==> config.mk <==
export PLATFORM = sky130hd
export DESIGN_NAME = i3c
export DESIGN_NICKNAME = d
export VERILOG_FILES = /design/src/i3c_proto_pkg.sv /design/src/i3c_csr_pkg.sv /design/src/i3c.sv /design/src/i3c_phy.sv /design/src/i3c_ctrl.sv /design/src/i3c_csr_regs.sv /design/src/i3c_queue.sv
export SDC_FILE = /design/constraint.sdc
export NUM_CORES = 1
export LEC_CHECK = 0
export BUFFER_PORTS_ARGS = -buffer_cell sky130_fd_sc_hd__buf_2
export CORE_MARGIN = 2
export CORE_UTILIZATION = 37
export DETAILED_ROUTE_END_ITERATION = 10
export MAX_ROUTING_LAYER = met4
export PLACE_DENSITY_LB_ADDON = 0.15
export SYNTH_ARGS = -nofsm -noshare
export SYNTH_HDL_FRONTEND = slang
export SYNTH_SLANG_ARGS = --single-unit
==> constraint.sdc <==
create_clock -name clk_i -period 6.6 [get_ports clk_i]
set_input_delay 0.66 -clock clk_i [delete_from_list [all_inputs] [get_ports clk_i]]
set_output_delay 0.66 -clock clk_i [all_outputs]
set_load 0.1 [all_outputs]
==> src/i3c_proto_pkg.sv <==
// Only single-byte private transfers exist; attr values other than 1 and 2 are rejected
package i3c_proto_pkg;

  // Command descriptor, decoded through the view that attr selects
  typedef union packed {
    struct packed {
      logic [10:0] rsvd;
      logic [7:0]  data;
      logic [6:0]  addr;
      logic [3:0]  tid;
      logic [1:0]  attr;
    } imm_write;
    struct packed {
      logic [18:0] rsvd;
      logic [6:0]  addr;
      logic [3:0]  tid;
      logic [1:0]  attr;
    } read;
  } cmd_desc_u;

  localparam logic [1:0] ATTR_IMM_WRITE = 2'd1;
  localparam logic [1:0] ATTR_READ      = 2'd2;

  // Response word layout
  localparam int RESP_TID_LSB    = 0;
  localparam int RESP_TID_W      = 4;
  localparam int RESP_STATUS_LSB = 4;
  localparam int RESP_STATUS_W   = 4;
  localparam int RESP_DATA_LSB   = 8;
  localparam int RESP_DATA_W     = 8;

  localparam logic [3:0] ST_OK        = 4'd0;
  localparam logic [3:0] ST_ADDR_NACK = 4'd1;
  localparam logic [3:0] ST_DATA_NACK = 4'd2;
  localparam logic [3:0] ST_BAD_CMD   = 4'd3;

  localparam int CMD_DEPTH  = 4;
  localparam int RESP_DEPTH = 4;

  // RnW bit after the 7-bit address
  localparam logic RNW_WRITE = 1'b0;
  localparam logic RNW_READ  = 1'b1;

  // Controller FSM states
  localparam logic [2:0] S_IDLE  = 3'd0;
  localparam logic [2:0] S_START = 3'd1;
  localparam logic [2:0] S_LOW   = 3'd2;
  localparam logic [2:0] S_HIGH  = 3'd3;
  localparam logic [2:0] S_STOP  = 3'd4;
  localparam logic [2:0] S_RESP  = 3'd5;

  // Bit slots within a transfer, in bus order
  localparam logic [2:0] SLOT_ADDR = 3'd0;
  localparam logic [2:0] SLOT_AACK = 3'd1;
  localparam logic [2:0] SLOT_DATA = 3'd2;
  localparam logic [2:0] SLOT_DACK = 3'd3;
  localparam logic [2:0] SLOT_STOP = 3'd4;

endpackage

==> src/i3c_csr_pkg.sv <==
// Byte addresses are decoded on all CSR_AW bits; BUS_TIMING keeps only its low 16 bits
package i3c_csr_pkg;

  localparam int CSR_DW = 32;
  localparam int CSR_AW = 8;

  // Register byte addresses
  localparam logic [CSR_AW-1:0] CTRL_ADDR         = 8'h00;
  localparam logic [CSR_AW-1:0] CMD_PORT_ADDR     = 8'h0C;
  localparam logic [CSR_AW-1:0] RESP_PORT_ADDR    = 8'h10;
  localparam logic [CSR_AW-1:0] QUEUE_STATUS_ADDR = 8'h14;
  localparam logic [CSR_AW-1:0] BUS_TIMING_ADDR   = 8'h18;

  // CTRL fields
  localparam int CTRL_ENABLE = 0;

  // QUEUE_STATUS fields
  localparam int QST_CMD_EMPTY  = 0;
  localparam int QST_CMD_FULL   = 1;
  localparam int QST_RESP_EMPTY = 2;
  localparam int QST_RESP_FULL  = 3;

  // SCL half period in core clocks
  localparam int                       HALF_PERIOD_W    = 16;
  localparam logic [HALF_PERIOD_W-1:0] BUS_TIMING_RESET = 16'd8;
  localparam logic [HALF_PERIOD_W-1:0] BUS_TIMING_MIN   = 16'd4;

endpackage
==> src/i3c.sv <==
// CSR port exposed directly; pins give wanted bus levels, 1 means released in open drain
module i3c (
  input  logic                           clk_i,
  input  logic                           rst_i,
  input  logic                           csr_req_i,
  input  logic                           csr_wr_i,
  input  logic [i3c_csr_pkg::CSR_AW-1:0] csr_addr_i,
  input  logic [i3c_csr_pkg::CSR_DW-1:0] csr_wdata_i,
  output logic [i3c_csr_pkg::CSR_DW-1:0] csr_rdata_o,
  output logic                           csr_rd_ack_o,
  output logic                           csr_wr_ack_o,
  output logic                           csr_err_o,
  input  logic                           scl_i,
  input  logic                           sda_i,
  output logic                           scl_o,
  output logic                           sda_o,
  output logic                           sel_od_pp_o
);

  // Command queue
  logic                                  cmd_push;
  logic                                  cmd_pop;
  logic                                  cmd_full;
  logic                                  cmd_empty;
  logic [i3c_csr_pkg::CSR_DW-1:0]        cmd_wdata;
  logic [i3c_csr_pkg::CSR_DW-1:0]        cmd_rdata;

  // Response queue
  logic                                  resp_push;
  logic                                  resp_pop;
  logic                                  resp_full;
  logic                                  resp_empty;
  logic [i3c_csr_pkg::CSR_DW-1:0]        resp_wdata;
  logic [i3c_csr_pkg::CSR_DW-1:0]        resp_rdata;

  logic                                  enable;
  logic [i3c_csr_pkg::HALF_PERIOD_W-1:0] half_period;
  logic                                  phy2ctrl_scl;
  logic                                  phy2ctrl_sda;
  logic                                  ctrl2phy_scl;
  logic                                  ctrl2phy_sda;
  logic                                  ctrl_sel_od_pp;

  i3c_csr_regs u_csr_regs (
    .clk_i        (clk_i),
    .rst_i        (rst_i),
    .csr_req_i    (csr_req_i),
    .csr_wr_i     (csr_wr_i),
    .csr_addr_i   (csr_addr_i),
    .csr_wdata_i  (csr_wdata_i),
    .cmd_full_i   (cmd_full),
    .cmd_empty_i  (cmd_empty),
    .resp_full_i  (resp_full),
    .resp_empty_i (resp_empty),
    .resp_data_i  (resp_rdata),
    .csr_rdata_o  (csr_rdata_o),
    .csr_rd_ack_o (csr_rd_ack_o),
    .csr_wr_ack_o (csr_wr_ack_o),
    .csr_err_o    (csr_err_o),
    .cmd_push_o   (cmd_push),
    .cmd_data_o   (cmd_wdata),
    .resp_pop_o   (resp_pop),
    .enable_o     (enable),
    .half_period_o(half_period)
  );

  i3c_queue #(
    .Depth(i3c_proto_pkg::CMD_DEPTH),
    .Width(i3c_csr_pkg::CSR_DW)
  ) u_cmd_queue (
    .clk_i  (clk_i),
    .rst_i  (rst_i),
    .push_i (cmd_push),
    .data_i (cmd_wdata),
    .pop_i  (cmd_pop),
    .data_o (cmd_rdata),
    .full_o (cmd_full),
    .empty_o(cmd_empty)
  );

  i3c_queue #(
    .Depth(i3c_proto_pkg::RESP_DEPTH),
    .Width(i3c_csr_pkg::CSR_DW)
  ) u_resp_queue (
    .clk_i  (clk_i),
    .rst_i  (rst_i),
    .push_i (resp_push),
    .data_i (resp_wdata),
    .pop_i  (resp_pop),
    .data_o (resp_rdata),
    .full_o (resp_full),
    .empty_o(resp_empty)
  );

  i3c_ctrl u_ctrl (
    .clk_i        (clk_i),
    .rst_i        (rst_i),
    .enable_i     (enable),
    .half_period_i(half_period),
    .cmd_empty_i  (cmd_empty),
    .cmd_data_i   (cmd_rdata),
    .resp_full_i  (resp_full),
    .scl_i        (phy2ctrl_scl),
    .sda_i        (phy2ctrl_sda),
    .cmd_pop_o    (cmd_pop),
    .resp_push_o  (resp_push),
    .resp_data_o  (resp_wdata),
    .scl_o        (ctrl2phy_scl),
    .sda_o        (ctrl2phy_sda),
    .sel_od_pp_o  (ctrl_sel_od_pp)
  );

  i3c_phy u_phy (
    .clk_i           (clk_i),
    .rst_i           (rst_i),
    .scl_i           (scl_i),
    .sda_i           (sda_i),
    .scl_o           (scl_o),
    .sda_o           (sda_o),
    .sel_od_pp_o     (sel_od_pp_o),
    .ctrl_scl_i      (ctrl2phy_scl),
    .ctrl_sda_i      (ctrl2phy_sda),
    .ctrl_sel_od_pp_i(ctrl_sel_od_pp),
    .ctrl_scl_o      (phy2ctrl_scl),
    .ctrl_sda_o      (phy2ctrl_sda)
  );

endmodule

==> src/i3c_phy.sv <==
// Bus inputs are taken as asynchronous; pins idle released with open-drain selected
module i3c_phy (
  input  logic clk_i,
  input  logic rst_i,
  input  logic scl_i,
  input  logic sda_i,
  output logic scl_o,
  output logic sda_o,
  output logic sel_od_pp_o,
  input  logic ctrl_scl_i,
  input  logic ctrl_sda_i,
  input  logic ctrl_sel_od_pp_i,
  output logic ctrl_scl_o,
  output logic ctrl_sda_o
);

  // Bit 1 carries SDA, bit 0 carries SCL
  logic [1:0] sync_q1;
  logic [1:0] sync_q2;

  always_ff @(posedge clk_i) begin
    if (rst_i) begin
      sync_q1     <= 2'b11;
      sync_q2     <= 2'b11;
      scl_o       <= 1'b1;
      sda_o       <= 1'b1;
      sel_od_pp_o <= 1'b0;
    end else begin
      sync_q1     <= {sda_i, scl_i};
      sync_q2     <= sync_q1;
      // Driver select moves in the same stage as the pins
      scl_o       <= ctrl_scl_i;
      sda_o       <= ctrl_sda_i;
      sel_od_pp_o <= ctrl_sel_od_pp_i;
    end
  end

  assign ctrl_scl_o = sync_q2[0];
  assign ctrl_sda_o = sync_q2[1];

endmodule

==> src/i3c_ctrl.sv <==
// One command in flight; SCL high phases start only once SCL is seen high on the bus
module i3c_ctrl (
  input  logic                                  clk_i,
  input  logic                                  rst_i,
  input  logic                                  enable_i,
  input  logic [i3c_csr_pkg::HALF_PERIOD_W-1:0] half_period_i,
  input  logic                                  cmd_empty_i,
  input  logic [i3c_csr_pkg::CSR_DW-1:0]        cmd_data_i,
  input  logic                                  resp_full_i,
  input  logic                                  scl_i,
  input  logic                                  sda_i,
  output logic                                  cmd_pop_o,
  output logic                                  resp_push_o,
  output logic [i3c_csr_pkg::CSR_DW-1:0]        resp_data_o,
  output logic                                  scl_o,
  output logic                                  sda_o,
  output logic                                  sel_od_pp_o
);

  i3c_proto_pkg::cmd_desc_u              head;
  logic [2:0]                            state_q;
  logic [2:0]                            slot_q;
  logic [2:0]                            bit_cnt_q;
  logic [i3c_csr_pkg::HALF_PERIOD_W-1:0] cnt_q;
  logic [7:0]                            shift_q;
  logic [7:0]                            wdata_q;
  logic [3:0]                            tid_q;
  logic [3:0]                            status_q;
  logic                                  is_read_q;
  logic                                  start_cmd;
  logic                                  in_phase;
  logic                                  scl_wait;
  logic                                  tick;

  assign head      = cmd_data_i;
  assign start_cmd = (state_q == i3c_proto_pkg::S_IDLE) && enable_i && !cmd_empty_i
                     && !resp_full_i;
  assign cmd_pop_o = start_cmd;

  // Half-period pacing, held while SCL has not yet risen on the bus
  assign in_phase = (state_q == i3c_proto_pkg::S_START) || (state_q == i3c_proto_pkg::S_LOW)
                    || (state_q == i3c_proto_pkg::S_HIGH) || (state_q == i3c_proto_pkg::S_STOP);
  assign scl_wait = ((state_q == i3c_proto_pkg::S_HIGH) || (state_q == i3c_proto_pkg::S_STOP))
                    && !scl_i;
  assign tick     = in_phase && !scl_wait && (cnt_q >= half_period_i - 1'b1);

  always_ff @(posedge clk_i) begin
    if (rst_i || !in_phase || tick) begin
      cnt_q <= '0;
    end else if (!scl_wait) begin
      cnt_q <= cnt_q + 1'b1;
    end
  end

  always_ff @(posedge clk_i) begin
    if (rst_i) begin
      state_q     <= i3c_proto_pkg::S_IDLE;
      slot_q      <= i3c_proto_pkg::SLOT_ADDR;
      bit_cnt_q   <= '0;
      shift_q     <= '0;
      wdata_q     <= '0;
      tid_q       <= '0;
      status_q    <= i3c_proto_pkg::ST_OK;
      is_read_q   <= 1'b0;
      scl_o       <= 1'b1;
      sda_o       <= 1'b1;
      sel_od_pp_o <= 1'b0;
    end else begin
      case (state_q)
        i3c_proto_pkg::S_IDLE: begin
          if (start_cmd) begin
            tid_q     <= head.read.tid;
            status_q  <= i3c_proto_pkg::ST_OK;
            slot_q    <= i3c_proto_pkg::SLOT_ADDR;
            bit_cnt_q <= '0;
            is_read_q <= (head.read.attr == i3c_proto_pkg::ATTR_READ);
            if (head.imm_write.attr == i3c_proto_pkg::ATTR_IMM_WRITE) begin
              shift_q <= {head.imm_write.addr, i3c_proto_pkg::RNW_WRITE};
              wdata_q <= head.imm_write.data;
              state_q <= i3c_proto_pkg::S_START;
            end else if (head.read.attr == i3c_proto_pkg::ATTR_READ) begin
              shift_q <= {head.read.addr, i3c_proto_pkg::RNW_READ};
              state_q <= i3c_proto_pkg::S_START;
            end else begin
              status_q <= i3c_proto_pkg::ST_BAD_CMD;
              state_q  <= i3c_proto_pkg::S_RESP;
            end
          end
        end
        i3c_proto_pkg::S_START: begin
          // SDA falls while SCL is high
          sda_o <= 1'b0;
          if (tick) begin
            scl_o   <= 1'b0;
            state_q <= i3c_proto_pkg::S_LOW;
          end
        end
        i3c_proto_pkg::S_LOW: begin
          // Drive SDA one cycle after SCL fell
          if (cnt_q == '0) begin
            case (slot_q)
              i3c_proto_pkg::SLOT_ADDR: sda_o <= shift_q[7];
              i3c_proto_pkg::SLOT_DATA: sda_o <= is_read_q || shift_q[7];
              i3c_proto_pkg::SLOT_STOP: sda_o <= 1'b0;
              default:                  sda_o <= 1'b1;
            endcase
            sel_od_pp_o <= (slot_q == i3c_proto_pkg::SLOT_DATA) && !is_read_q;
          end
          if (tick) begin
            scl_o   <= 1'b1;
            state_q <= (slot_q == i3c_proto_pkg::SLOT_STOP) ? i3c_proto_pkg::S_STOP
                                                            : i3c_proto_pkg::S_HIGH;
          end
        end
        i3c_proto_pkg::S_HIGH: begin
          if (tick) begin
            scl_o   <= 1'b0;
            state_q <= i3c_proto_pkg::S_LOW;
            case (slot_q)
              i3c_proto_pkg::SLOT_ADDR, i3c_proto_pkg::SLOT_DATA: begin
                shift_q   <= {shift_q[6:0], sda_i};
                bit_cnt_q <= bit_cnt_q + 1'b1;
                if (bit_cnt_q == 3'd7) begin
                  slot_q <= slot_q + 1'b1;
                end
              end
              i3c_proto_pkg::SLOT_AACK: begin
                if (sda_i) begin
                  status_q <= i3c_proto_pkg::ST_ADDR_NACK;
                  slot_q   <= i3c_proto_pkg::SLOT_STOP;
                end else begin
                  shift_q <= wdata_q;
                  slot_q  <= i3c_proto_pkg::SLOT_DATA;
                end
              end
              default: begin
                // Read ends with the controller's own NACK
                if (sda_i && !is_read_q) begin
                  status_q <= i3c_proto_pkg::ST_DATA_NACK;
                end
                slot_q <= i3c_proto_pkg::SLOT_STOP;
              end
            endcase
          end
        end
        i3c_proto_pkg::S_STOP: begin
          if (tick) begin
            sda_o   <= 1'b1;
            state_q <= i3c_proto_pkg::S_RESP;
          end
        end
        default: state_q <= i3c_proto_pkg::S_IDLE;
      endcase
    end
  end

  assign resp_push_o = (state_q == i3c_proto_pkg::S_RESP);

  always_comb begin
    resp_data_o = '0;
    resp_data_o[i3c_proto_pkg::RESP_TID_LSB +: i3c_proto_pkg::RESP_TID_W] = tid_q;
    resp_data_o[i3c_proto_pkg::RESP_STATUS_LSB +: i3c_proto_pkg::RESP_STATUS_W] = status_q;
    if (is_read_q && status_q == i3c_proto_pkg::ST_OK) begin
      resp_data_o[i3c_proto_pkg::RESP_DATA_LSB +: i3c_proto_pkg::RESP_DATA_W] = shift_q;
    end
  end

  // SDA may move under a high SCL only for START and STOP
  assert property (@(posedge clk_i) disable iff (rst_i)
    (scl_o && $past(scl_o) && (sda_o != $past(sda_o)))
    |-> ($past(state_q) == i3c_proto_pkg::S_START || $past(state_q) == i3c_proto_pkg::S_STOP));

endmodule

==> src/i3c_csr_regs.sv <==
// One request at a time, no byte enables; refused accesses have no side effect
module i3c_csr_regs (
  input  logic                                     clk_i,
  input  logic                                     rst_i,
  input  logic                                     csr_req_i,
  input  logic                                     csr_wr_i,
  input  logic [i3c_csr_pkg::CSR_AW-1:0]           csr_addr_i,
  input  logic [i3c_csr_pkg::CSR_DW-1:0]           csr_wdata_i,
  input  logic                                     cmd_full_i,
  input  logic                                     cmd_empty_i,
  input  logic                                     resp_full_i,
  input  logic                                     resp_empty_i,
  input  logic [i3c_csr_pkg::CSR_DW-1:0]           resp_data_i,
  output logic [i3c_csr_pkg::CSR_DW-1:0]           csr_rdata_o,
  output logic                                     csr_rd_ack_o,
  output logic                                     csr_wr_ack_o,
  output logic                                     csr_err_o,
  output logic                                     cmd_push_o,
  output logic [i3c_csr_pkg::CSR_DW-1:0]           cmd_data_o,
  output logic                                     resp_pop_o,
  output logic                                     enable_o,
  output logic [i3c_csr_pkg::HALF_PERIOD_W-1:0]    half_period_o
);

  logic                                  req_err;
  logic                                  wr_ok;
  logic                                  rd_ok;
  logic [i3c_csr_pkg::CSR_DW-1:0]        rd_val;
  logic [i3c_csr_pkg::HALF_PERIOD_W-1:0] timing_wr;

  // Address decode, direction and queue level checks
  always_comb begin
    req_err = 1'b0;
    rd_val  = '0;
    case (csr_addr_i)
      i3c_csr_pkg::CTRL_ADDR: rd_val[i3c_csr_pkg::CTRL_ENABLE] = enable_o;
      i3c_csr_pkg::CMD_PORT_ADDR: req_err = !csr_wr_i || cmd_full_i;
      i3c_csr_pkg::RESP_PORT_ADDR: begin
        req_err = csr_wr_i || resp_empty_i;
        rd_val  = resp_data_i;
      end
      i3c_csr_pkg::QUEUE_STATUS_ADDR: begin
        req_err = csr_wr_i;
        rd_val[i3c_csr_pkg::QST_CMD_EMPTY]  = cmd_empty_i;
        rd_val[i3c_csr_pkg::QST_CMD_FULL]   = cmd_full_i;
        rd_val[i3c_csr_pkg::QST_RESP_EMPTY] = resp_empty_i;
        rd_val[i3c_csr_pkg::QST_RESP_FULL]  = resp_full_i;
      end
      i3c_csr_pkg::BUS_TIMING_ADDR: rd_val[i3c_csr_pkg::HALF_PERIOD_W-1:0] = half_period_o;
      default: req_err = 1'b1;
    endcase
  end

  assign wr_ok      = csr_req_i && csr_wr_i && !req_err;
  assign rd_ok      = csr_req_i && !csr_wr_i && !req_err;
  assign cmd_push_o = wr_ok && (csr_addr_i == i3c_csr_pkg::CMD_PORT_ADDR);
  assign cmd_data_o = csr_wdata_i;
  assign resp_pop_o = rd_ok && (csr_addr_i == i3c_csr_pkg::RESP_PORT_ADDR);

  // Too short a half period would break the ACK sampling window
  assign timing_wr = (csr_wdata_i[i3c_csr_pkg::HALF_PERIOD_W-1:0] < i3c_csr_pkg::BUS_TIMING_MIN)
                   ? i3c_csr_pkg::BUS_TIMING_MIN
                   : csr_wdata_i[i3c_csr_pkg::HALF_PERIOD_W-1:0];

  always_ff @(posedge clk_i) begin
    if (rst_i) begin
      enable_o      <= 1'b0;
      half_period_o <= i3c_csr_pkg::BUS_TIMING_RESET;
      csr_wr_ack_o  <= 1'b0;
      csr_rd_ack_o  <= 1'b0;
      csr_err_o     <= 1'b0;
    end else begin
      csr_wr_ack_o <= csr_req_i && csr_wr_i;
      csr_rd_ack_o <= csr_req_i && !csr_wr_i;
      csr_err_o    <= csr_req_i && req_err;
      if (wr_ok && csr_addr_i == i3c_csr_pkg::CTRL_ADDR) begin
        enable_o <= csr_wdata_i[i3c_csr_pkg::CTRL_ENABLE];
      end
      if (wr_ok && csr_addr_i == i3c_csr_pkg::BUS_TIMING_ADDR) begin
        half_period_o <= timing_wr;
      end
    end
  end

  // Errored reads return zero
  always_ff @(posedge clk_i) begin
    if (csr_req_i && !csr_wr_i) begin
      csr_rdata_o <= rd_ok ? rd_val : '0;
    end
  end

  assert property (@(posedge clk_i) disable iff (rst_i)
    (csr_wr_ack_o || csr_rd_ack_o) |-> $past(csr_req_i));

endmodule

==> src/i3c_queue.sv <==
// Depth must be at least 2; a push while full or a pop while empty is dropped
module i3c_queue #(
  parameter int Depth = 4,
  parameter int Width = 32
) (
  input  logic             clk_i,
  input  logic             rst_i,
  input  logic             push_i,
  input  logic [Width-1:0] data_i,
  input  logic             pop_i,
  output logic [Width-1:0] data_o,
  output logic             full_o,
  output logic             empty_o
);

  logic [Width-1:0]           mem_q [Depth];
  logic [$clog2(Depth)-1:0]   wr_ptr_q;
  logic [$clog2(Depth)-1:0]   rd_ptr_q;
  logic [$clog2(Depth+1)-1:0] count_q;
  logic                       wr_en;
  logic                       rd_en;

  assign full_o  = (count_q == ($clog2(Depth + 1))'(Depth));
  assign empty_o = (count_q == '0);
  assign wr_en   = push_i && !full_o;
  assign rd_en   = pop_i && !empty_o;

  // Head is always visible
  assign data_o = mem_q[rd_ptr_q];

  always_ff @(posedge clk_i) begin
    if (wr_en) begin
      mem_q[wr_ptr_q] <= data_i;
    end
  end

  always_ff @(posedge clk_i) begin
    if (rst_i) begin
      wr_ptr_q <= '0;
      rd_ptr_q <= '0;
      count_q  <= '0;
    end else begin
      if (wr_en) begin
        wr_ptr_q <= (wr_ptr_q == ($clog2(Depth))'(Depth - 1)) ? '0 : wr_ptr_q + 1'b1;
      end
      if (rd_en) begin
        rd_ptr_q <= (rd_ptr_q == ($clog2(Depth))'(Depth - 1)) ? '0 : rd_ptr_q + 1'b1;
      end
      case ({wr_en, rd_en})
        2'b10:   count_q <= count_q + 1'b1;
        2'b01:   count_q <= count_q - 1'b1;
        default: count_q <= count_q;
      endcase
    end
  end

  // Producers and consumers must honour the levels
  assert property (@(posedge clk_i) disable iff (rst_i) push_i |-> !full_o);
  assert property (@(posedge clk_i) disable iff (rst_i) pop_i |-> !empty_o);

endmodule

* Word level (Yosys, flattened, before mapping) *
Memories as Yosys holds them, arrays and structs flattened. A register that Yosys moved wholly into a read port is not among the register bits.
Index checks and enable logic that the tools add are counted.

storage, ports and cells
  register bits = 126
  bits in writable memories = 192
  input bits = 46
  output and inout port bits = 38
  word-level logic and storage cells = 210
  memories kept = 2

memory list
  memory              words  bits a word  read ports  clocked after Yosys merged registers in  write ports  RTL line         source
  u_cmd_queue.mem_q   4      32           1           1                                        1            i3c_queue.sv:16  logic [Width-1:0] mem_q [Depth];
  u_resp_queue.mem_q  4      16           1           1                                        1            i3c_queue.sv:16

operators by class
  add/sub/neg operators = 12
  $lt $le $gt $ge = 2
  equality and inequality tests = 39
  mux-type cells = 58
  reductions and logical operators = 67

operators with widths
  kind                                                                            count
  8-bit 2-to-1 mux                                                                6
  3-bit 2-to-1 mux                                                                13
  8-bit one-hot mux with 2 select lines                                           2
  3-bit one-hot mux with 2 select lines                                           5
  8-bit by 5-bit == test with 1-bit output (second input constant)                3
  12-bit one-hot mux with 2 select lines                                          1
  1-bit logical AND                                                               22
  4-bit 2-to-1 mux                                                                5
  3-bit == test (second input constant)                                           6
  2-bit 2-to-1 mux                                                                9
  16-bit by 1-bit adder with 16-bit output (second input constant)                1
  16-bit greater-or-equal comparator                                              1
  16-bit zero test                                                                1
  16-bit by 3-bit less-than comparator with 1-bit output (second input constant)  1
  16-bit 2-to-1 mux                                                               1
  4-bit one-hot mux with 2 select lines                                           2
  16-bit by 1-bit subtractor with 16-bit output (second input constant)           1
  3-bit != test (second input constant)                                           5
  2-bit == test (second input constant)                                           7
  3-bit by 1-bit adder with 3-bit output (second input constant)                  4
  3-bit zero test                                                                 4
  3-bit one-hot mux with 4 select lines                                           1
  4-bit AND reduction                                                             3
  6-bit AND reduction                                                             2
  other kinds (23)                                                                72

* Depth between registers and ports, before layout *
Gate-level depths: netlist (run 1).

  depth after elaboration = 9
  gate-level depth with buffers = 15
  depth with buffers taken out = 13

* By module *
From an unflattened synthesis (run 1), not the netlist that was laid out.

unflattened totals
  cell total of the unflattened synthesis = 1139
  area, all modules = 16514.6 um^2

by module, submodules not included
  module        times used  cells each  area each (um^2)  seq. area each (um^2)
  i3c_queue     2           221         5102.4            4023.9
  i3c_ctrl      1           445         3535.9            1021.0
  i3c_csr_regs  1           238         2590.0            1361.3
  i3c_phy       1           14          183.9             140.1

* Least setup slack after synthesis (run 1) *
No wires, ideal clock.

  path type = flip-flop to flip-flop
  from = reg u_csr_regs.half_period_o[6] (netlist bit)
  to = reg u_ctrl.slot_q[1]
  setup time = 0.123 ns
  arrival = 3.562 ns
  setup slack = 2.914 ns
  cell stages (with the launch flop) = 12
  buffers on the path = 0
  period minus slack after synthesis = 3.686 ns
  path through = dfxtp_1 > or4_1 > or3_1 > nor4_1 > xnor2_1 > ha_1 > nand4_1 > or4_1 > o32a_1 > a211oi_4 > a21oi_2 > mux2_1

between the ends
  word-level cells in the longest chain between the ends = 5

RTL lines
  item                                                RTL line            source
  start: declaration                                  i3c_csr_regs.sv:22  output logic [i3c_csr_pkg::HALF_PERIOD_W-1:0] half_period_o
  start signal: assignment                            i3c_csr_regs.sv:68  half_period_o <= i3c_csr_pkg::BUS_TIMING_RESET;
  start signal: assignment                            i3c_csr_regs.sv:80  half_period_o <= timing_wr;
  16-bit by 1-bit subtractor with 16-bit output       i3c_ctrl.sv:45      assign tick = in_phase && !scl_wait && (cnt_q >= half_period_i - 1'b1);
  16-bit greater-or-equal comparator                  i3c_ctrl.sv:45
  1-bit logical AND                                   i3c_ctrl.sv:45
  2-bit by 1-bit != test with 1-bit output (no line)  --
  4-bit AND reduction (no line)                       --
  end signal: assignment                              i3c_ctrl.sv:58      slot_q <= i3c_proto_pkg::SLOT_ADDR;
  end signal: assignment                              i3c_ctrl.sv:74      slot_q <= i3c_proto_pkg::SLOT_ADDR;
  end signal: assignment                              i3c_ctrl.sv:124     slot_q <= slot_q + 1'b1;
  end: declaration                                    i3c_ctrl.sv:22      logic [2:0] slot_q;

Every way passes these cells.
A chain may end at the register's enable or synchronous reset.

* Worst setup path in the final report (run 1) *
  from = reg u_csr_regs.half_period_o[2] (netlist bit)
  to = reg u_ctrl.cnt_q[6] (netlist bit)

between the ends
  word-level cells in the longest chain between the ends = 4

RTL lines
  item                                           RTL line        source
  16-bit by 1-bit subtractor with 16-bit output  i3c_ctrl.sv:45
  16-bit greater-or-equal comparator             i3c_ctrl.sv:45
  1-bit logical AND                              i3c_ctrl.sv:45
  1-bit logical OR                               i3c_ctrl.sv:48  if (rst_i || !in_phase || tick) begin
  end signal: assignment                         i3c_ctrl.sv:51  cnt_q <= cnt_q + 1'b1;
  end: declaration                               i3c_ctrl.sv:24  logic [i3c_csr_pkg::HALF_PERIOD_W-1:0] cnt_q;

Every way passes these cells.

==> flow_summary.ini, run 1 <==
[power_and_ir_drop]
p_per_area_nw_per_um2 = 288
static-leakage-power_nw = 4.29
power.ir.vdd_worst_v = 0.000276
p_total_mw = 3.65

[setup_path]
crit_path_start_kind = register
required_time_of_the_critical_path_ps = 7020
crit_type = register to register
worst_ep_arrival_time_ps = 4780
timing.critical_path.fanout_max = 16
path_delay_family = simple AND/OR/NAND/NOR gates
max_stage_delay_ps = 560
critical-path-slowest-cell = sky130_fd_sc_hd__or4_1
crit_chain = nor4_1 > nand2_1 > or3_1 > nor4_1 > xnor2_1 > ha_1 > nand4_1 > or4_1 > o32a_1 > a21oi_2 > or3_1 > nor2_1
category_of_the_worst_setup_path_capture_point = register
worst-path-buf-inv = 0

[floorplan]
die-area_um2 = 31400
die-width_um = 177
initial_utilization = 0.375
core.rowCount = 63
top_level_ports = 84
die_boundary_height_um = 177
placeableCoreArea_um2 = 29600

[detailed_routing]
antenna_left = 0
vias = 6868
drt-total-wl_mm = 24.3
routed_via_density = 5.02
dr.pass1.iters = 4
routedWlPerCell_um = 17.8
number_of_violations_reported_at_the_end_of_detailed_routing_iteration_0 = 398
drc = 0

[sta]
worst_slew_pin_slew_ps = 1120
fmax_ghz = 0.229
final-hold-violation-count = 0
min_period_ps = 4360
finalCritPeriodShare = 0.661
layout_skew_ps = 11.4
maxSlewViolCount = 0
setup_viol_count_final = 0
timing.max_slew.rel_slack = 0.252
rsz0062_at_grt = no
final.setup.tns_ps = 0
final.hold.worst_slack_ps = 288

[synth]
netlist-cell-type-count = 62
ys.warnings.count = 0
synth.avg_cell_area_um2 = 12.3
area_of_the_mapped_netlist_um2 = 11100
asyncSetResetFlopFracSynth = 0
netlist_instances = 902
yosysSeqAreaShare = 0.595
synth_flop_cell = sky130_fd_sc_hd__edfxtp_1
edff_count_synth = 156
synth_seq_cells = 252

[placement]
globalplace.congestion = 0.753
detailed_place_hpwl_mm = 16.5
buffer_ports.inserted = 56

[clocking]
cts_buffer_depth = 3
cts_buffers = 29
cts.root.buffer_cell = sky130_fd_sc_hd__clkbuf_16
clk_pin_slew_ps = 60
hold_buf_cts = 0
tritoncts = done
insertion_delay_ps = 560
cts.repair.resized = 0
clock_sinks = 252
cts_setup_buffers = 0
cts.htree.levels = 1

[grt]
grt_pass1_wl_mm = 38.1
number_of_global_route_vias_before_repair = 6594
grt_use_total = 0.162
globalRouteOverflowTotal = 0
grt_start_max_net_pins = 91
number_of_antenna_violations_at_the_first_check_in_global_routing = 0

[layout]
drive_above_1_share = 0.172
final_util = 0.429
layout.nets = 1043
antenna-diode-count = 0
filler_cell_count = 2815
multiInputGateArea_um2 = 4130
regArea_um2 = 6610
flow.area_growth_from_synthesis_pct = 14.3

[job]
max_cap_viol_count = 0

[outcome]
outcome = finished, final reports clean

[worst_hold_path]
timing.hold.worst.class = primary input to register
[stage by stage]
stage,worst slack (ps),std cells,instance area (um2)
final,2240,1369,12700
after global routing,1900,1369,12700
after CTS,2210,1369,12700
after detailed placement,2230,1315,11700
after global placement,2300,1315,11700
after floorplan,2910,917,11200
[worst paths after layout]
check / from / to / slack, ps / depth (start not counted)
setup / recovery: u_csr_regs.half_period_o[2] / u_ctrl.cnt_q[6] / 2240 / 12
hold / removal: scl_i / u_phy.sync_q1[0] / 290 / 2
setup reg to reg: u_csr_regs.half_period_o[2] / u_ctrl.cnt_q[6] / 2240 / 12
hold reg to reg: u_phy.sync_q1[0] / u_phy.sync_q2[0] / 400 / 1
[Yosys cell counts (5+ instances only)]
cell type | count | area share
sky130_fd_sc_hd__edfxtp_1 | 156 | 0.42
sky130_fd_sc_hd__dfxtp_1 | 96 | 0.17
sky130_fd_sc_hd__nand2_1 | 83 | 0.028
sky130_fd_sc_hd__nor2_1 | 75 | 0.025
sky130_fd_sc_hd__a21oi_1 | 55 | 0.025
sky130_fd_sc_hd__ha_1 | 39 | 0.044
sky130_fd_sc_hd__mux4_2 | 35 | 0.071
sky130_fd_sc_hd__inv_1 | 34 | 0.011
sky130_fd_sc_hd__clkbuf_1 | 29 | 0.0098
sky130_fd_sc_hd__nor3_1 | 23 | 0.010
sky130_fd_sc_hd__o21ai_0 | 21 | 0.0095
sky130_fd_sc_hd__and2_1 | 20 | 0.011
sky130_fd_sc_hd__nand3_1 | 20 | 0.0090
sky130_fd_sc_hd__buf_4 | 17 | 0.011
sky130_fd_sc_hd__xnor2_1 | 17 | 0.013
sky130_fd_sc_hd__nand2b_1 | 14 | 0.0079
sky130_fd_sc_hd__xor2_1 | 14 | 0.011
sky130_fd_sc_hd__a211oi_1 | 12 | 0.0081
sky130_fd_sc_hd__nor2b_1 | 11 | 0.0062
sky130_fd_sc_hd__nor4_1 | 11 | 0.0062
sky130_fd_sc_hd__a22o_1 | 10 | 0.0079
sky130_fd_sc_hd__nand4_1 | 8 | 0.0045
sky130_fd_sc_hd__o41ai_1 | 8 | 0.0063
sky130_fd_sc_hd__or3_1 | 8 | 0.0045
sky130_fd_sc_hd__mux2i_1 | 7 | 0.0063
sky130_fd_sc_hd__or2_2 | 7 | 0.0039
sky130_fd_sc_hd__and3_1 | 5 | 0.0028
sky130_fd_sc_hd__buf_2 | 5 | 0.0023
[report_power, final]
part / switching [mW] / internal (mW) / leakage [nW]
logic: 0.201 / 0.0766 / 1.66
registers: 0.0370 / 1.70 / 2.16
clock network: 0.663 / 0.977 / 0.471
total: 0.901 / 2.75 / 4.29
[layout by cell type, fill, tap and decap left out, drive strengths merged, types with 3 or more instances in the layout]
cell type and n:
or2 7, or3 8, clkinv 7, nor4 11, nor2b 11, and3 5, mux4 35, dfxtp 96
clkinvlp 6, o41ai 8, and2 20, xor2 14, a22o 10, bufinv 3, ha 39, nand2b 14
conb 16, o21a 3, a21o 3, a211oi 13, nand3 20, o21ai 22, xnor2 17, a22oi 4
clkbuf 36, a21oi 58, nand3b 4, or4 4, nand2 83, nand4 8, nor2 75, edfxtp 156
buf 65, mux2i 7, nor3b 4, nor3 23, mux2 4, inv 37
[per-layer routing]
layer	wire [um]	GRT usage
met1	11700	0.226
met4	548	0.0413
met5	0	-
met2	11200	0.254
met3	850	0.0193
[flip-flops by register name (all words and copies together) (netlist names), 2 cells and up, named ones only]
| register | cells |
|---|---|
| u_cmd_queue.mem_q | 84 |
| u_cmd_queue.count_q | 3 |
| u_ctrl.bit_cnt_q | 3 |
| u_csr_regs.csr_rdata_o | 16 |
| u_phy.sync_q2 | 2 |
| u_resp_queue.rd_ptr_q | 2 |
| u_ctrl.tid_q | 4 |
| u_resp_queue.count_q | 3 |
| u_csr_regs.half_period_o | 16 |
| u_resp_queue.wr_ptr_q | 2 |
| u_ctrl.cnt_q | 16 |
| u_ctrl.state_q | 3 |
| u_ctrl.slot_q | 3 |
| u_resp_queue.mem_q | 56 |
| u_cmd_queue.rd_ptr_q | 2 |
| u_phy.sync_q1 | 2 |
| u_ctrl.shift_q | 8 |
| u_ctrl.status_q | 2 |
| u_ctrl.wdata_q | 8 |
| u_cmd_queue.wr_ptr_q | 2 |
[cells by family (layout without fill, tap and decap cells)]
group,count (synthesis),count (layout),share of synthesized area
AOI/OAI and AO/OA,135,135,0.0797
xor gates and xnor gates,31,31,0.0244
adders and majority gates,41,41,0.0475
buffers and inverters,92,154,0.0383
DFF,252,252,0.595
muxes,46,46,0.0813
other,1,16,0.000338
and+or+nand+nor,304,304,0.134
[worst reg2reg max path, stage by stage (launching register included)]
cell	delay [ps]
sky130_fd_sc_hd__dfxtp_1	420
sky130_fd_sc_hd__nor4_1	440
sky130_fd_sc_hd__nand2_1	190
sky130_fd_sc_hd__or3_1	410
sky130_fd_sc_hd__nor4_1	240
sky130_fd_sc_hd__xnor2_1	130
sky130_fd_sc_hd__ha_1	300
sky130_fd_sc_hd__nand4_1	160
sky130_fd_sc_hd__or4_1	560
sky130_fd_sc_hd__o32a_1	420
sky130_fd_sc_hd__a21oi_2	330
sky130_fd_sc_hd__or3_1	530
sky130_fd_sc_hd__nor2_1	110
[final cells by class]
cell class,instances,area share
Clock inverter,18,0.0161
Tap cell,390,0.0384
Clock buffer,36,0.0623
Inverter,35,0.0103
Timing Repair Buffer,65,0.0274
Multi-Input combinational cell,573,0.325
Sequential cell,252,0.520
Power figures use the tool's default switching activity.
==> run 2, diff against run 1 <==
--- a/config.mk
+++ b/config.mk
@@ -5,6 +5,7 @@
 export SDC_FILE = /design/constraint.sdc
 export NUM_CORES = 1
 export LEC_CHECK = 0
+export ABC_AREA = 1
 export BUFFER_PORTS_ARGS = -buffer_cell sky130_fd_sc_hd__buf_2
 export CORE_MARGIN = 2
 export CORE_UTILIZATION = 37
==> constraint.sdc (replaced) <==
create_clock -name clk_i -period 4.06 [get_ports clk_i]
set_input_delay 0.406 -clock clk_i [delete_from_list [all_inputs] [get_ports clk_i]]
set_output_delay 0.406 -clock clk_i [all_outputs]
set_load 0.1 [all_outputs]
==> run 2 against run 1 <==
Against the previous run: routed wire length up 15%; critical endpoint is now u_ctrl.shift_q[4]; worst setup slack worse by 1600 ps; via count up 19%; total power up 62%; sequential cell count unchanged; fmax up 26%; largest power group unchanged; sequential share of layout area down 1.7 points; sequential power up 60%; clock skew up 15 ps; clock power up 63%.
==> flow_summary.ini, run 2 <==
[outcome]
outcome = finished, final reports clean

[layout]
max_flop_register = u_cmd_queue.mem_q
largest_register_ffs = 84
largest_registers = u_cmd_queue.mem_q x84, u_resp_queue.mem_q x56
regArea_um2 = 6610
layout_commonest_cell = sky130_fd_sc_hd__nor2_1
flow.area_growth_from_synthesis_pct = 14.4
layout.nets = 1366
antenna-diode-count = 0
filler_cell_count = 3031
multiInputGateArea_um2 = 4150
drive_above_1_share = 0.124
most-common-layout-cells = sky130_fd_sc_hd__nor2_1, sky130_fd_sc_hd__nand2_1, sky130_fd_sc_hd__edfxtp_1, sky130_fd_sc_hd__inv_1, sky130_fd_sc_hd__o21ai_0

[synth]
post_synth_most_frequent_cells = sky130_fd_sc_hd__nor2_1, sky130_fd_sc_hd__nand2_1, sky130_fd_sc_hd__edfxtp_1
synth_seq_cells = 252
synth.avg_cell_area_um2 = 9.45
netlist_instances = 1215
asyncSetResetFlopFracSynth = 0
synth_most_common_cell = sky130_fd_sc_hd__nor2_1
edff_count_synth = 156
synth_top_cell_by_area = sky130_fd_sc_hd__edfxtp_1
ys.warnings.count = 0
synth.area.top_cells = sky130_fd_sc_hd__edfxtp_1, sky130_fd_sc_hd__dfxtp_1, sky130_fd_sc_hd__nor2_1
netlist-cell-type-count = 46
synth_flop_cell = sky130_fd_sc_hd__edfxtp_1
synth_top_cell_area_share = 0.408
area_of_the_mapped_netlist_um2 = 11500
yosysSeqAreaShare = 0.575

[power_and_ir_drop]
power.ir.vdd_worst_v = 0.000372
static-leakage-power_nw = 5.06
p_per_area_nw_per_um2 = 452

[grt]
number_of_antenna_violations_at_the_first_check_in_global_routing = 0
number_of_global_route_vias_before_repair = 7544
grt_start_max_net_pins = 50
grt_use_total = 0.176
grt_pass1_wl_mm = 43.8
globalRouteOverflowTotal = 0

[detailed_routing]
dr.pass1.iters = 4
vias = 8191
drt-total-wl_mm = 28.0
drc = 0
routed_via_density = 4.83
number_of_violations_reported_at_the_end_of_detailed_routing_iteration_0 = 578
antenna_left = 0
routedWlPerCell_um = 16.5

[sta]
layout_skew_ps = 26.5
min_period_ps = 3470
maxSlewViolCount = 0
fmax_ghz = 0.288
worst_slew_pin_slew_ps = 738
timing.max_slew.rel_slack = 0.505
final.hold.worst_slack_ps = 42.3
final.setup.tns_ps = 0
finalCritPeriodShare = 0.854
setup_viol_count_final = 0
final-hold-violation-count = 0
rsz0062_at_grt = no

[setup_path]
crit_type = register to register
worst_ep_arrival_time_ps = 3920
timing.critical_path.fanout_max = 14
crit_path_start_kind = register
category_of_the_worst_setup_path_capture_point = register
required_time_of_the_critical_path_ps = 4520

[floorplan]
die_boundary_height_um = 180
top_level_ports = 84
die-width_um = 180
core.rowCount = 64
placeableCoreArea_um2 = 30600
initial_utilization = 0.375
die-area_um2 = 32500

[job]
max_cap_viol_count = 0

[placement]
buffer_ports.inserted = 56
globalplace.congestion = 0.880
detailed_place_hpwl_mm = 19.6

[clocking]
cts.htree.levels = 1
cts_setup_buffers = 0
cts_buffers = 28
cts_buffer_depth = 3
clock_sinks = 252
cts.repair.resized = 0
insertion_delay_ps = 560
tritoncts = done
cts.root.buffer_cell = sky130_fd_sc_hd__clkbuf_16
clk_pin_slew_ps = 60
hold_buf_cts = 0

[worst_hold_path]
timing.hold.worst.class = primary input to register
[run 2: cell types whose count changed after synthesis, moves of 19 or more]
cell                      delta
sky130_fd_sc_hd__and2_1     -19
sky130_fd_sc_hd__o21ai_0    +81
sky130_fd_sc_hd__inv_1      +96
sky130_fd_sc_hd__mux4_2     -35
sky130_fd_sc_hd__nand2_1    +93
sky130_fd_sc_hd__nand3_1    +37
sky130_fd_sc_hd__nor2_1    +125
[run 2: power breakdown]
group	switching, mW	total (mW)	internal (mW)
combinational	0.367	0.470	0.103
clock	1.03	2.67	1.64
sequential	0.0371	2.79	2.75
[run 2: cell type report]
type,count,area share
clock buffers,32,0.0545
multi-input cells,788,0.316
flip-flops and latches,252,0.503
clock inverters,19,0.0193
well taps,396,0.0377
repair buffers,71,0.0299
inverters,138,0.0395
[run 2: cell families after synthesis]
kind of cell,after synthesis,synth area share
XOR/XNOR,26,0.0198
AO/OA/AOI/OAI,201,0.0962
other,1,0.000327
adder cells (fa/ha/maj),41,0.0460
flip-flops,252,0.575
buffers and inverters,190,0.0694
AND/OR/NAND/NOR,504,0.193
[run 2: per-layer routing]
metal  track usage  wire, um  up-vias
met5             -         0        -
li1              -         -     4176
met3        0.0222      1360       37
met4        0.0361       483        0
met1         0.243     13200     3785
met2         0.282     12900      193
[run 2: per-stage QoR]
step | power [mW] | worst slack [ps] | cell area, um2 | utilization | std cells
floorplan | 3.20 | 1200 | 11500 | - | 1230
detailed placement | 3.31 | 558 | 12200 | 0.397 | 1645
global placement | 3.31 | 630 | 12200 | 0.397 | 1645
finish | 5.93 | 591 | 13100 | 0.429 | 1696
CTS | 5.99 | 549 | 13100 | 0.429 | 1696
global route | 6.12 | 120 | 13100 | 0.429 | 1696
[run 2: final timing paths]
kind                                                   from                 to  slack, ps  cells past startpoint
worst min-delay path                                  sda_i   u_phy.sync_q1[1]         40                      2
worst min register to register             u_phy.sync_q1[0]   u_phy.sync_q2[0]        410                      1
worst max register to register  u_csr_regs.half_period_o[0]  u_ctrl.shift_q[4]        590                     19
worst max-delay path            u_csr_regs.half_period_o[0]  u_ctrl.shift_q[4]        590                     19
[run 2: critical path, cell delays in order (launching register included)]
cell	delay [ps]
sky130_fd_sc_hd__dfxtp_1	300
sky130_fd_sc_hd__inv_1	160
sky130_fd_sc_hd__nand3_1	130
sky130_fd_sc_hd__nor3_1	330
sky130_fd_sc_hd__nand3_1	180
sky130_fd_sc_hd__nor2_1	150
sky130_fd_sc_hd__nand2_1	90
sky130_fd_sc_hd__nor2_1	160
sky130_fd_sc_hd__nand3_1	100
sky130_fd_sc_hd__xor2_1	160
sky130_fd_sc_hd__ha_1	290
sky130_fd_sc_hd__a21oi_1	120
sky130_fd_sc_hd__o21ai_0	100
sky130_fd_sc_hd__a21oi_1	150
sky130_fd_sc_hd__nand2_1	160
sky130_fd_sc_hd__nand2_4	130
sky130_fd_sc_hd__nand2_2	180
sky130_fd_sc_hd__and2_1	300
sky130_fd_sc_hd__nor2_1	150
sky130_fd_sc_hd__nor2_2	40
==> run 3, diff against run 2 <==
--- a/config.mk
+++ b/config.mk
@@ -12,6 +12,7 @@
 export DETAILED_ROUTE_END_ITERATION = 10
 export MAX_ROUTING_LAYER = met4
 export PLACE_DENSITY_LB_ADDON = 0.15
+export RECOVER_POWER = 100
 export SYNTH_ARGS = -nofsm -noshare
 export SYNTH_HDL_FRONTEND = slang
 export SYNTH_SLANG_ARGS = --single-unit
==> run 3 against run 2 <==
Against the previous run: the run now ends with capacitance limit, slew limit left; utilization fell by 0.39 points; global-route usage stayed put; critical path type is now primary input to register; critical endpoint is now u_resp_queue.count_q[2]; first-iteration DRC count is 1.0% higher; final cell count is the same.
==> flow_summary.ini, run 3 (synthesis results as in run 2) <==
[clocking]
hold_buf_cts = 0
cts_buffers = 28
cts.htree.levels = 1
clk_pin_slew_ps = 60
tritoncts = done
cts_buffer_depth = 3
insertion_delay_ps = 560
cts.repair.resized = 0
clock_sinks = 252
cts_setup_buffers = 0
cts.root.buffer_cell = sky130_fd_sc_hd__clkbuf_16

[placement]
buffer_ports.inserted = 56
detailed_place_hpwl_mm = 19.6
globalplace.congestion = 0.880

[sta]
min_period_ps = 3530
final.setup.tns_ps = 0
layout_skew_ps = 27.0
timing.max_slew.rel_slack = -0.489
fmax_ghz = 0.283
maxSlewViolCount = 48
setup_viol_count_final = 0
worst_slew_pin_slew_ps = 2230
finalCritPeriodShare = 0.870
rsz0062_at_grt = no
final-hold-violation-count = 0

[setup_path]
crit_type = primary input to register
setup.reg_to_reg.worst_slack_ps = 570
worst_ep_arrival_time_ps = 3960
crit_path_start_kind = primary input
category_of_the_worst_setup_path_capture_point = register
timing.critical_path.fanout_max = 11
timing.reg2reg.worst_path_depth = 19
required_time_of_the_critical_path_ps = 4490
critical_path.reg2reg.startpoint = u_csr_regs.half_period_o[0]
worstReg2RegEnd = u_ctrl.shift_q[6]

[floorplan]
die-area_um2 = 32500
placeableCoreArea_um2 = 30600
top_level_ports = 84
core.rowCount = 64
die-width_um = 180
initial_utilization = 0.375
die_boundary_height_um = 180

[grt]
number_of_antenna_violations_at_the_first_check_in_global_routing = 0
grt_use_total = 0.176
grt_pass1_wl_mm = 43.8
grt_start_max_net_pins = 50
globalRouteOverflowTotal = 0
number_of_global_route_vias_before_repair = 7544

[detailed_routing]
routedWlPerCell_um = 16.5
drt-total-wl_mm = 28.0
drc = 0
antenna_left = 0
vias = 8162
dr.pass1.iters = 4
routed_via_density = 4.81
number_of_violations_reported_at_the_end_of_detailed_routing_iteration_0 = 584

[layout]
flow.area_growth_from_synthesis_pct = 13.3
multiInputGateArea_um2 = 4120
max_flop_register = u_cmd_queue.mem_q
largest_registers = u_cmd_queue.mem_q x84, u_resp_queue.mem_q x56
layout_commonest_cell = sky130_fd_sc_hd__nor2_1
final_util = 0.425
antenna-diode-count = 0
layout.nets = 1366
most-common-layout-cells = sky130_fd_sc_hd__nor2_1, sky130_fd_sc_hd__nand2_1, sky130_fd_sc_hd__edfxtp_1, sky130_fd_sc_hd__inv_1, sky130_fd_sc_hd__o21ai_0
filler_cell_count = 3047
drive_above_1_share = 0.0815
largest_register_ffs = 84
regArea_um2 = 6610

[power_and_ir_drop]
p_per_area_nw_per_um2 = 455
static-leakage-power_nw = 4.90
power.ir.vdd_worst_v = 0.000369
p_total_mw = 5.92

[worst_hold_path]
holdCritStartpoint = sda_i
holdPathStages = 2
hold_path_end = u_phy.sync_q1[1]
timing.hold.worst.class = primary input to register

[job]
max_cap_viol_count = 1

[outcome]
failed_checks = capacitance limit, slew limit
outcome = finished with violations
-- run 3: worst max path at each step --
stage | to | startpoint | depth (start not counted) | slack [ps]
finish | u_resp_queue.count_q[2] | csr_addr_i[1] | 17 | 530
global route | u_ctrl.shift_q[2] | u_csr_regs.half_period_o[0] | 19 | 110
CTS | u_ctrl.shift_q[4] | u_csr_regs.half_period_o[0] | 19 | 550
detailed placement | u_ctrl.shift_q[4] | u_csr_regs.half_period_o[0] | 19 | 560
global placement | u_ctrl.shift_q[4] | u_csr_regs.half_period_o[0] | 19 | 630
floorplan | u_ctrl.shift_q[0] | u_csr_regs.half_period_o[0] | 20 | 1200
-- run 3: critical path, stage by stage --
cell and delay [ps]:
sky130_fd_sc_hd__buf_2 90, sky130_fd_sc_hd__nor2_1 310, sky130_fd_sc_hd__nand2_1 180, sky130_fd_sc_hd__inv_1 80
sky130_fd_sc_hd__nand3_1 150, sky130_fd_sc_hd__nand3_1 150, sky130_fd_sc_hd__nor2_2 50, sky130_fd_sc_hd__nor2_1 680
sky130_fd_sc_hd__nand3_1 280, sky130_fd_sc_hd__inv_1 400, sky130_fd_sc_hd__ha_1 210, sky130_fd_sc_hd__inv_1 60
sky130_fd_sc_hd__fa_1 380, sky130_fd_sc_hd__a21oi_1 160, sky130_fd_sc_hd__o21ai_0 120, sky130_fd_sc_hd__o21ai_0 150
sky130_fd_sc_hd__a21oi_1 70
-- run 3: area by class of cell --
| class | instances | share of cell area |
|---|---|---|
| multi-input cells | 788 | 0.317 |
| repair buffers | 71 | 0.0231 |
| well taps | 396 | 0.0381 |
| clock buffers | 32 | 0.0550 |
| inverters | 138 | 0.0398 |
| flip-flops and latches | 252 | 0.508 |
| clock inverters | 19 | 0.0195 |
-- run 3: routing by layer --
metal | global-route usage | up-vias | share of wire
met5 | - | - | 0
met4 | 0.0361 | 0 | 0.017
met3 | 0.0222 | 37 | 0.051
met2 | 0.282 | 181 | 0.46
met1 | 0.243 | 3767 | 0.47
li1 | - | 4177 | -
-- run 3: power by group --
part           internal [mW]  switching (mW)
Sequential              2.75          0.0375
Clock                   1.64            1.03
Combinational         0.0966           0.366
Total                   4.49            1.43
-- run 3: per-stage QoR --
step / std cells / hold slack [ps] / worst slack (ps) / instance area [um2]
after global routing: 1696 / 28.3 / 114 / 13000
after detailed placement: 1645 / 397 / 558 / 12200
after CTS: 1696 / 19.0 / 549 / 13100
final: 1696 / 42.2 / 529 / 13000
after floorplan: 1230 / 389 / 1200 / 11500
after global placement: 1645 / 398 / 630 / 12200
